$ cat src/include/cpu_cfg.svh
`ifndef CPU_CFG_SVH
`define CPU_CFG_SVH

// ==============================
// Datapath sizes
// ==============================
`define CPU_DATA_W     64             // Register and ALU width
`define CPU_NUM_REGS   32             // Architectural registers
`define CPU_REG_IDX_W  5              // Bits per register index
`define CPU_INSTR_W    32             // Instruction word width
`define CPU_ZERO_REG   31             // Hardwired zero, never written

// ==============================
// Opcodes
// ==============================
`define CPU_OP_ADD     11'b10001011000  // R-type, instr[31:21]
`define CPU_OP_SUB     11'b11001011000
`define CPU_OP_AND     11'b10001010000
`define CPU_OP_ORR     11'b10101010000
`define CPU_OP_ADDI    10'b1001000100   // I-type, instr[31:22]
`define CPU_OP_SUBI    10'b1101000100

`endif
$ cat src/design/cpuPkg.sv
`default_nettype none

`include "cpu_cfg.svh"

package cpuPkg;

    // ==============================
    // Basic datapath types
    // ==============================
    typedef logic [`CPU_DATA_W-1:0]    dataT;    // Register or ALU value
    typedef logic [`CPU_REG_IDX_W-1:0] regIdxT;  // Register index
    typedef logic [`CPU_INSTR_W-1:0]   instrT;   // Raw instruction word

    typedef enum logic [1:0] {
        aluAdd,                                  // A + B
        aluSub,                                  // A - B, wraps
        aluAnd,                                  // Bitwise AND
        aluOr                                    // Bitwise OR
    } aluOpT;

    // ==============================
    // Pipeline payloads
    // ==============================
    typedef struct packed {
        dataT   opA;                             // Rn value at decode
        dataT   opB;                             // Rm value at decode
        regIdxT rnIdx;                           // Kept for forwarding compare
        regIdxT rmIdx;
        regIdxT rdIdx;                           // Destination
        dataT   imm;                             // Zero-extended imm12
        logic   useImm;                          // B from imm, not Rm
        aluOpT  aluOp;
        logic   regWrite;                        // Writes a register
    } idExT;

    typedef struct packed {
        regIdxT rdIdx;                           // Destination
        dataT   result;                          // ALU output
    } exWbT;

endpackage

`default_nettype wire

$ cat src/design/instrDecoder.sv
`timescale 1ns/10ps
`default_nettype none

`include "cpu_cfg.svh"

module instrDecoder (
    input  cpuPkg::instrT  instr,
    input  logic           instrValid,
    output cpuPkg::regIdxT rnIdx,
    output cpuPkg::regIdxT rmIdx,
    output cpuPkg::regIdxT rdIdx,
    output cpuPkg::dataT   imm,
    output logic           useImm,
    output cpuPkg::aluOpT  aluOp,
    output logic           regWrite
);

    import cpuPkg::*;

    logic [10:0] opcode;                    // R-type opcode field
    logic [9:0]  opcodeImm;                 // I-type opcode field
    logic [11:0] imm12;
    logic        knownOp;

    // ==============================
    // Field extraction
    // ==============================
    assign rdIdx     = instr[4:0];
    assign rnIdx     = instr[9:5];
    assign opcode    = instr[31:21];
    assign opcodeImm = instr[31:22];
    assign imm12     = instr[21:10];

    assign imm = {{(`CPU_DATA_W-12){1'b0}}, imm12};  // Zero extend

    // ==============================
    // Control unit
    // ==============================
    always_comb begin
        knownOp = 1'b1;
        useImm  = 1'b0;
        aluOp   = aluAdd;
        case (opcode)
            `CPU_OP_ADD: aluOp = aluAdd;
            `CPU_OP_SUB: aluOp = aluSub;
            `CPU_OP_AND: aluOp = aluAnd;
            `CPU_OP_ORR: aluOp = aluOr;
            default: begin
                useImm = 1'b1;              // Try the 10-bit I-type codes
                case (opcodeImm)
                    `CPU_OP_ADDI: aluOp = aluAdd;
                    `CPU_OP_SUBI: aluOp = aluSub;
                    default: begin
                        knownOp = 1'b0;     // Unknown, becomes a bubble
                        useImm  = 1'b0;
                    end
                endcase
            end
        endcase
    end

    // Second read port, x31 for I-type so B reads zero
    assign rmIdx = useImm ? regIdxT'(`CPU_ZERO_REG) : instr[20:16];

    assign regWrite = instrValid && knownOp && (rdIdx != regIdxT'(`CPU_ZERO_REG));

endmodule

`default_nettype wire

$ cat config.mk
export PLATFORM = sky130hd
export DESIGN_NAME = instrDecoder
export DESIGN_NICKNAME = d
export VERILOG_FILES = /design/src/design/cpuPkg.sv /design/src/design/instrDecoder.sv
export VERILOG_INCLUDE_DIRS = /design/src /design/src/include
export SDC_FILE = /design/constraint.sdc
export NUM_CORES = 1
export LEC_CHECK = 0
export ABC_AREA = 0
export BUFFER_PORTS_ARGS = -buffer_cell sky130_fd_sc_hd__clkbuf_2
export CAP_MARGIN = 15
export CORE_ASPECT_RATIO = 1.4
export CORE_MARGIN = 1
export CORE_UTILIZATION = 32
export DETAILED_ROUTE_END_ITERATION = 12
export PLACE_DENSITY = 0.9
export SLEW_MARGIN = 10
export SYNTH_ARGS = -nofsm -noshare
export SYNTH_HDL_FRONTEND = slang
export SYNTH_SLANG_ARGS = --single-unit
export TNS_END_PERCENT = 20
$ cat constraint.sdc
create_clock -name vclk -period 2.2
set_clock_uncertainty 0.2 [all_clocks]
set_input_delay 0.22 -clock vclk [all_inputs]
set_output_delay 0.22 -clock vclk [all_outputs]
set_load 0.01 [all_outputs]
==> flow_metrics.env <==
export IMPL_status="completed"
export IMPL_via_count=503
export IMPL_die_h_um=57.9
export IMPL_setup_violations=0
export IMPL_hp_start="instr[13]"
export IMPL_finalSetupTns_ns=0
export IMPL_yosys_warnings=0
export IMPL_area_growth_syn_to_layout_pct=-17.9
export IMPL_grt_max_degree=7
export IMPL_grt_pass1_wl_mm=1.27
export IMPL_ir_drop_v=0.0000535
export IMPL_antenna_found_initial=0
export IMPL_regArea_um2=0
export IMPL_cap_violations=0
export IMPL_grt_pass1_vias=315
export IMPL_io_buffers=42
export IMPL_drc=0
export IMPL_die_area_um2=2430
export IMPL_seq_cells=0
export IMPL_worstHoldPathCells=0
export IMPL_rsz0062_at_grt="false"
export IMPL_hold_end="imm[3]"
export IMPL_p_sw_uw=67.7
export IMPL_worst_setup_path_type="primary input to primary output"
export IMPL_wl_met1_um=235
export IMPL_required_ns=1.78
export IMPL_finalCritPeriodShare=0.751
export IMPL_nClkBuffers=0
export IMPL_n_antenna_cell=0
export IMPL_p_comb_frac=1.000
export IMPL_drtAntennaViolNets=0
export IMPL_coreArea_um2=2020
export IMPL_startpoint_type="primary input"
export IMPL_power_density_nw_per_um2=167
export IMPL_die_width_um=41.9
export IMPL_final_max_slew_viol_count=0
export IMPL_layout_drive_gt1_share=0.397
export IMPL_synthCells=97
export IMPL_drt_iter0_markers=3
export IMPL_layout_common_cells="conb_1, clkbuf_2, nand2b_1, nand2_1"
export IMPL_period_needed_ns=1.65
export IMPL_firstDrtPassIters=3
export IMPL_final_core_util=0.290
export IMPL_cts_resized_gates=0
export IMPL_fmax_mhz=605
export IMPL_cp_max_fo=5
export IMPL_dr_wl_met3_um=270
export IMPL_p_leak_nw=0.409
export IMPL_layout_nets=151
export IMPL_via_per_inst=3.67
export IMPL_fp_row_count=19
export IMPL_syn_avg_cell_area_um2=7.37
export IMPL_post_cts_buffers=0
export IMPL_hold_viol=0
export IMPL_top_level_ports=116
export IMPL_switching_share=0.691
export IMPL_gp_congestion=0.631
export IMPL_dp_final_hpwl_mm=1.04
export IMPL_route_met2_wl_um=518
export IMPL_top_layer="met4"
export IMPL_arrival_ns=1.23
export IMPL_drt_total_wl_mm=1.05
export IMPL_cp_startpoint="instr[23]"
export IMPL_fillCellCount=224
export IMPL_end_kind="primary output"
export IMPL_clock_power_share=0
export IMPL_synth_area_um2=714
export IMPL_grt_overflow=0
export IMPL_start_util=0.354
export IMPL_ys_types=18
export IMPL_power_frac_seq=0
export IMPL_final_common_cell="conb_1"
export IMPL_grtUsageTotal=0.0647
export IMPL_intPower_uw=30.3
export IMPL_hp_class="primary input to primary output"
export IMPL_ys_seq_area_frac=0
export IMPL_cts_hold_buf=0
export IMPL_wl_per_cell_um=7.64
[worst max-delay path, stage by stage]
cell and delay, ns:
clkbuf_2 0.10, nor4b_4 0.41, o211ai_1 0.18, a21oi_1 0.17
clkbuf_2 0.16
[cells in the mapped netlist, drive strengths merged]
library cell   n  share of area
nand2          3          0.016
buf           74           0.78
nor2           1         0.0052
o211ai         1          0.011
nand2b         5          0.044
a21oi          1         0.0070
o21ai          1         0.0070
nand3          2          0.021
nand4          1         0.0088
nor3b          1          0.011
nor2b          1         0.0088
and3           1          0.011
nor4b          1          0.033
and4bb         1          0.018
inv            1         0.0052
conb           1         0.0052
o2111ai        1          0.012
[metal layers]
metal  GRT usage  vias to the layer above
met2       0.141                       73
met5           0                        -
li1            -                      220
met3      0.0374                        4
met1      0.0434                      206
met4      0.0138                        0
[metrics by stage]
| step | cell area, µm² | setup slack (ns) | hold slack [ns] | power (mW) | cells |
|---|---|---|---|---|---|
| floorplan | 906 | 0.870 | 0.332 | 0.162 | 148 |
| global placement | 587 | 0.534 | 0.240 | 0.0960 | 137 |
| detailed placement | 587 | 0.492 | 0.240 | 0.0973 | 137 |
| CTS | 587 | 0.489 | 0.240 | 0.0975 | 137 |
| global route | 587 | 0.453 | 0.240 | 0.107 | 137 |
| finish | 587 | 0.548 | 0.240 | 0.0981 | 137 |
[worst max-delay path by stage]
stage	to	slack, ns
2_1_floorplan	regWrite	0.87
3_3_place_gp	regWrite	0.53
3_5_place_dp	regWrite	0.49
4_1_cts	regWrite	0.49
5_1_grt	regWrite	0.45
6_report	regWrite	0.55
[kinds of logic (layout without fill, tap and decap cells)]
kind of cell | count (synthesis) | count (layout) | share of synthesized area
other | 1 | 52 | 0.00525
and+or+nand+nor | 17 | 17 | 0.175
AOI/OAI and AO/OA | 4 | 4 | 0.0368
buffers and inverters | 75 | 43 | 0.783
[power groups by stage]
stage          clock, mW  combinational [mW]  sequential [mW]
2_1_floorplan          0               0.162                0
5_1_grt                0               0.107                0
6_report               0              0.0981                0
3_5_place_dp           0              0.0973                0
3_3_place_gp           0              0.0960                0
4_1_cts                0              0.0975                0
[final cells by class]
type	instances	area, µm²	area share
inverter	1	3.75	0.00640
multi-input combinational	73	347	0.591
tap	21	26.3	0.0448
timing repair buffer	42	210	0.358
No activity file was read; power rests on OpenSTA's default activity.
