[src/include/cpu_cfg.svh]
`ifndef CPU_CFG_SVH
`define CPU_CFG_SVH

// ==============================
// Datapath sizes
// ==============================
`define CPU_DATA_W     64             // Register and ALU width
`define CPU_NUM_REGS   32             // Architectural registers
`define CPU_REG_IDX_W  5              // Bits per register index
`define CPU_INSTR_W    32             // Instruction word width
`define CPU_ZERO_REG   31             // Hardwired zero, never written

// ==============================
// Opcodes
// ==============================
`define CPU_OP_ADD     11'b10001011000  // R-type, instr[31:21]
`define CPU_OP_SUB     11'b11001011000
`define CPU_OP_AND     11'b10001010000
`define CPU_OP_ORR     11'b10101010000
`define CPU_OP_ADDI    10'b1001000100   // I-type, instr[31:22]
`define CPU_OP_SUBI    10'b1101000100

`endif
[src/design/cpuPkg.sv]
`default_nettype none

`include "cpu_cfg.svh"

package cpuPkg;

    // ==============================
    // Basic datapath types
    // ==============================
    typedef logic [`CPU_DATA_W-1:0]    dataT;    // Register or ALU value
    typedef logic [`CPU_REG_IDX_W-1:0] regIdxT;  // Register index
    typedef logic [`CPU_INSTR_W-1:0]   instrT;   // Raw instruction word

    typedef enum logic [1:0] {
        aluAdd,                                  // A + B
        aluSub,                                  // A - B, wraps
        aluAnd,                                  // Bitwise AND
        aluOr                                    // Bitwise OR
    } aluOpT;

    // ==============================
    // Pipeline payloads
    // ==============================
    typedef struct packed {
        dataT   opA;                             // Rn value at decode
        dataT   opB;                             // Rm value at decode
        regIdxT rnIdx;                           // Kept for forwarding compare
        regIdxT rmIdx;
        regIdxT rdIdx;                           // Destination
        dataT   imm;                             // Zero-extended imm12
        logic   useImm;                          // B from imm, not Rm
        aluOpT  aluOp;
        logic   regWrite;                        // Writes a register
    } idExT;

    typedef struct packed {
        regIdxT rdIdx;                           // Destination
        dataT   result;                          // ALU output
    } exWbT;

endpackage

`default_nettype wire

[src/design/executeStage.sv]
`timescale 1ns/10ps
`default_nettype none

module executeStage (
    input  cpuPkg::idExT   idEx,
    input  logic           wbValid,         // EX/WB item present
    input  cpuPkg::regIdxT wbReg,
    input  cpuPkg::dataT   wbData,
    output cpuPkg::dataT   result
);

    import cpuPkg::*;

    logic fwdA;
    logic fwdB;
    dataT opA;                              // A after forwarding
    dataT regB;                             // Rm after forwarding
    dataT opB;                              // Final B input

    // ==============================
    // Forwarding from EX/WB
    // ==============================
    // x31 never shows up as wbReg, so no extra guard for it
    assign fwdA = wbValid && (wbReg == idEx.rnIdx);
    assign fwdB = wbValid && (wbReg == idEx.rmIdx);

    assign opA  = fwdA ? wbData : idEx.opA;
    assign regB = fwdB ? wbData : idEx.opB;

    // ALU source select
    assign opB = idEx.useImm ? idEx.imm : regB;

    // ==============================
    // ALU
    // ==============================
    always_comb begin
        case (idEx.aluOp)
            aluAdd:  result = opA + opB;
            aluSub:  result = opA - opB;    // Two's complement wrap
            aluAnd:  result = opA & opB;
            aluOr:   result = opA | opB;
            default: result = '0;
        endcase
    end

endmodule

`default_nettype wire

[config.mk]
export PLATFORM = sky130hd
export DESIGN_NAME = executeStage
export DESIGN_NICKNAME = d
export VERILOG_FILES = /design/src/design/cpuPkg.sv /design/src/design/executeStage.sv
export VERILOG_INCLUDE_DIRS = /design/src /design/src/include
export SDC_FILE = /design/constraint.sdc
export NUM_CORES = 1
export LEC_CHECK = 0
export BUFFER_PORTS_ARGS = -buffer_cell sky130_fd_sc_hd__buf_2
export CORE_UTILIZATION = 41
export DETAILED_ROUTE_END_ITERATION = 16
export GPL_ROUTABILITY_DRIVEN = 0
export PLACE_DENSITY = 0.67
export RECOVER_POWER = 50
export SKIP_LAST_GASP = 1
export SLEW_MARGIN = 20
export SYNTH_ARGS = -nofsm -noshare
export SYNTH_HDL_FRONTEND = slang
export SYNTH_SLANG_ARGS = --single-unit
[constraint.sdc]
create_clock -name vclk -period 11.03
set_clock_uncertainty 0.2 [all_clocks]
set_input_delay 1.6545 -clock vclk [all_inputs]
set_output_delay 1.6545 -clock vclk [all_outputs]
set_load 0.01 [all_outputs]
==> flow_summary.toml, run 1 <==
[cts]
post-cts-setup-buffers = 0
cts_resized = 0
cts-hold-fix-buffers = 0

[placement]
portBuffers = 339
dpl.hpwl_um = 29900

[routing]
drt-wirelength-per-cell_um = 18.9
vias_per_cell = 6.01
drtIter0Drc = 751
postRouteAntennaNets = 0
wirelength_um = 37100
dr.pass1.iters = 5
drc = 0
route.vias.total = 11800

[synthesis]
synthAdderAreaFrac_pct = 14.9
synth_mux_area_share_pct = 10.9
synthXorXnorAreaFrac_pct = 11.6
synth_top_family_by_area = "compound AO/OA/AOI/OAI gates"
synthCells = 1412
yosysUniqueCellTypes = 83
synth_warnings = 0
netlist_area_sq_um = 9400
seq_area_frac_synth_pct = 0
synth_simple_gate_area_share_pct = 24.8
synth_compound_area_share_pct = 32.4
synth_nets = 1760
syn_area_per_cell_sq_um = 6.65

[layout]
drive_gt1_share_pct = 25.7
nClkBuffers = 0
area_growth_pct = 19.1
fin_nets = 2029
nFillCells = 2426
regArea_sq_um = 0
nFlopsAndLatches = 0
final_common_cell = "buf_2"
final_cell_mix = "buf_2 (310), nand2_1 (133), a21oi_1 (127)"

[worst_setup_path]
worstPathRequired_ns = 9.18
crit_type = "in2out"
critPathMaxFanout = 39
arrival_ns = 8.44
start_kind = "primary input"
critPathCaptureType = "primary output"

[sta]
fin_crit_sh_pct = 93.3
hold_ws_ns = 3.71
fmax_mhz = 97.2
max_slew_margin_pct = -42.3
rsz0062_at_grt = "false"
finalMaxSlewViolations = 44
min_period_ns = 10.29
setup-tns-final_ns = 0
hold_violations = 0
worstMarginPinSlew_ns = 2.13
finalSetupViolations = 0

[global_routing]
grtUsageTotal_pct = 30.4
grt_pass1_vias = 11300
antenna_found_initial = 2
grt_overflow_total = 0
grt_max_degree = 63
grt_pass1_wl_um = 58700

[min_path]
hold_end = "result[61]"
min_path_cells = 5
hp-start = "idEx[208]"
holdCritPathClass = "in2out"

[floorplanning]
initial_core_util_pct = 41.6
design.die.area_sq_um = 23500
die_w_um = 153
core.rowCount = 55
die_y_um = 153
num_io_pins = 345
core_sq_um = 22600

[status]
outcome = "finished with violations"
failed_checks = "max-capacitance violations, max-slew violations"

[power_and_ir_drop]
vdd_drop_max_mv = 0.0298
leakagePower_nw = 5.03
power_uw = 813
p_per_area_nw_per_um2 = 72.7

[job]
maxCapViolCount = 1
[kinds of logic after synthesis]
family / after synthesis
AOI/OAI and AO/OA: 473
xor gates and xnor gates: 122
adders and majority gates: 122
buffers and inverters: 125
muxes: 95
and+or+nand+nor: 475
[area by class of cell]
| class | count | area [sq um] | share of cell area, % |
|---|---|---|---|
| diodes | 2 | 5.00 | 0.0447 |
| inverters | 33 | 124 | 1.11 |
| repair buffers | 359 | 1810 | 16.2 |
| well taps | 285 | 357 | 3.19 |
| multi-input cells | 1287 | 8890 | 79.5 |
[synth_stat cells, types with 5 or more instances]
cell      instances  area (sq um)
a221o_1          10           100
o21ai_0         112           561
o21bai_1         11          82.6
mux2i_1          33           330
maj3_1           55           551
buf_1             8          30.0
nor3b_1           6          45.0
o31ai_1          16           120
xor2_1           43           377
and3_1           17           106
or2_2            11          68.8
o21ai_1           8          40.0
o211a_1           5          50.1
o211ai_1          5          37.5
nor2_1          124           465
nor4_1           12          75.1
a31oi_1          40           250
or3_1             9          56.3
mux2_2           61           687
buf_2            16          80.1
nand4_1          18           113
a21o_1           41           308
and4_1            6          52.6
nand3_1          41           205
and2_1            9          56.3
nor2b_1          13          81.3
nand2b_1         19           119
o21a_1           22           165
a221oi_1          5          43.8
clkbuf_1         65           244
nand2_1         133           499
ha_1             66           826
nor3_1           40           200
a211oi_1         16           120
a21oi_1         127           636
a21boi_0          9          67.6
xnor2_1          76           666
inv_1            30           113
[how the worst max path moves through the flow]
| stage | slack, ns | depth (start not counted) | from | end |
|---|---|---|---|---|
| after floorplan | 1.59 | 29 | idEx[3] | result[58] |
| after global placement | 0.96 | 24 | wbReg[3] | result[63] |
| after detailed placement | 0.93 | 24 | wbReg[3] | result[63] |
| after CTS | 0.87 | 24 | wbReg[3] | result[63] |
| after global routing | 0.42 | 24 | wbReg[1] | result[63] |
| final | 0.74 | 24 | wbReg[2] | result[63] |
[stage by stage]
step / worst slack (ns) / cells / cell area [sq um] / utilization (%)
after CTS: 0.871 / 1964 / 11200 / 49.7
after floorplan: 1.59 / 1412 / 9400 / -
after detailed placement: 0.926 / 1964 / 11200 / 49.7
after global placement: 0.956 / 1964 / 11200 / 49.7
after global routing: 0.420 / 1966 / 11200 / 49.6
final: 0.737 / 1966 / 11200 / 49.6
[critical path: stages]
cell and delay [ns]:
buf_2 0.13, xnor2_2 0.13, nand4_1 0.09, buf_4 0.45, o21ai_0 0.54, o32a_1 0.40
a211o_1 0.37, or4b_4 0.57, or2_1 0.29, nor2b_2 0.22, nor4b_4 0.26, nor2_1 0.09
xnor2_1 0.14, ha_1 0.37, and3_1 0.22, nand2_1 0.16, a21oi_1 0.08, o31ai_1 0.63
a211oi_1 0.25, o31ai_1 0.66, o21ai_0 0.21, a31oi_1 0.22, o211a_1 0.16, buf_2 0.13
[metal layers]
layer	track usage (%)	routed length [um]	up-vias
li1	-	-	5767
met1	38.7	16000	5492
met2	54.1	17700	493
met3	2.64	2330	65
met4	8.86	1100	0
met5	0	0	-
[report_power, final]
group	switching, mW	internal [mW]
combinational	0.476	0.337
sequential	0	0
clock	0	0.0000000244
No activity file was read; power rests on OpenSTA's default activity.
==> run 2, diff against run 1 <==
REMOVE_ABC_BUFFERS = 1   (was unset)
SLEW_MARGIN = unset   (was 20)
==> flow_summary.toml, run 2 (synthesized netlist as in run 1, its figures left out) <==
[sta]
finalSetupViolations = 0
rsz0062_at_grt = "false"
setup-tns-final_ns = 0
hold_violations = 0
finalMaxSlewViolations = 34
setup_ws_ns = 0.735
fmax_mhz = 97.1
hold_ws_ns = 3.69
worstMarginPinSlew_ns = 1.75
min_period_ns = 10.30
fin_crit_sh_pct = 93.3
max_slew_margin_pct = -16.8

[floorplanning]
design.die.area_sq_um = 23500
num_io_pins = 345
core.rowCount = 55
die_w_um = 153
die_y_um = 153
core_sq_um = 22600
initial_core_util_pct = 41.6

[power_and_ir_drop]
seqPwrFrac_pct = 0
comb_power_share_pct = 100.0
vdd_drop_max_mv = 0.0323
power_uw = 818
p_per_area_nw_per_um2 = 73.0
switching_power_uw = 480
leakagePower_nw = 5.05
swShare_pct = 58.6
power.internal_uw = 338
clkPwrFrac_pct = 0

[global_routing]
grt_overflow_total = 0
grt_pass1_wl_um = 57300
grt_pass1_vias = 11100
antenna_found_initial = 0
grtUsageTotal_pct = 29.6
grt_max_degree = 64

[placement]
dpl.hpwl_um = 29500
dp_slack_ns = 0.970
placed_cell_area_sq_um = 11200
dp_cells = 1966
portBuffers = 339

[min_path]
holdCritPathClass = "in2out"

[cts]
cts_resized = 0
post-cts-setup-buffers = 0
cts-hold-fix-buffers = 0

[worst_setup_path]
worst-path-buf-inv = 4
critPathTopFamily = "compound AO/OA/AOI/OAI gates"
crit_slowest_cell = "o31ai_1"
worst_path_most_repeated_cell = "a21o_1"
worstPathRequired_ns = 9.18
cpPeakStageDelay_ns = 0.65
crit_type = "in2out"
arrival_ns = 8.44
critPathMaxFanout = 14
start_kind = "primary input"
critPathCaptureType = "primary output"

[routing]
route.vias.total = 12000
drtIter0Drc = 960
dr.pass1.iters = 8
drt-wirelength-per-cell_um = 18.8
drc = 0
postRouteAntennaNets = 0
vias_per_cell = 6.11
wirelength_um = 36900

[layout]
fin_area_sq_um = 11200
nClkBuffers = 0
finalNonFillerCells = 1966
regArea_sq_um = 0
drive_gt1_share_pct = 25.9
finalCoreUtilization_pct = 49.7
multi_input_area_sq_um = 8890
antenna_cells = 0
nFlopsAndLatches = 0
final_common_cell = "buf_2"
fin_nets = 2031
area_growth_pct = 19.3
nFillCells = 2376
final_cell_mix = "buf_2 (312), nand2_1 (133), a21oi_1 (127)"

[status]
outcome = "finished with violations"
failed_checks = "max-capacitance violations, max-slew violations"

[job]
maxCapViolCount = 1
[run 2: cell types whose count changed in the layout (fill, tap and decap cells not counted), sizes merged]
cell | before | now
buf | 330 | 334
clkbuf | 29 | 27
diode | 2 | 0
[run 2: worst paths after layout]
check / from / end / slack (ns) / depth (start not counted)
worst max-delay path: wbReg[0] / result[63] / 0.73 / 27
worst min-delay path: idEx[150] / result[3] / 3.69 / 5
[run 2: power groups by stage]
stage	registers [mW]	clock network (mW)	logic [mW]
floorplan	0	0	0.544
global placement	0	0	0.797
detailed placement	0	0	0.804
CTS	0	0	0.810
global route	0	0	0.891
finish	0	0	0.818
[run 2: per-layer routing]
metal | track usage (%) | up-vias | wire length [um]
li1 | - | 5788 | -
met1 | 38.7 | 5544 | 15900
met2 | 51.8 | 604 | 17100
met3 | 2.64 | 70 | 2940
met4 | 7.71 | 0 | 941
met5 | 0 | - | 0
[run 2: layout make-up]
| class | count | share of cell area, % |
|---|---|---|
| inverters | 33 | 1.11 |
| well taps | 285 | 3.18 |
| multi-input cells | 1287 | 79.3 |
| repair buffers | 361 | 16.4 |
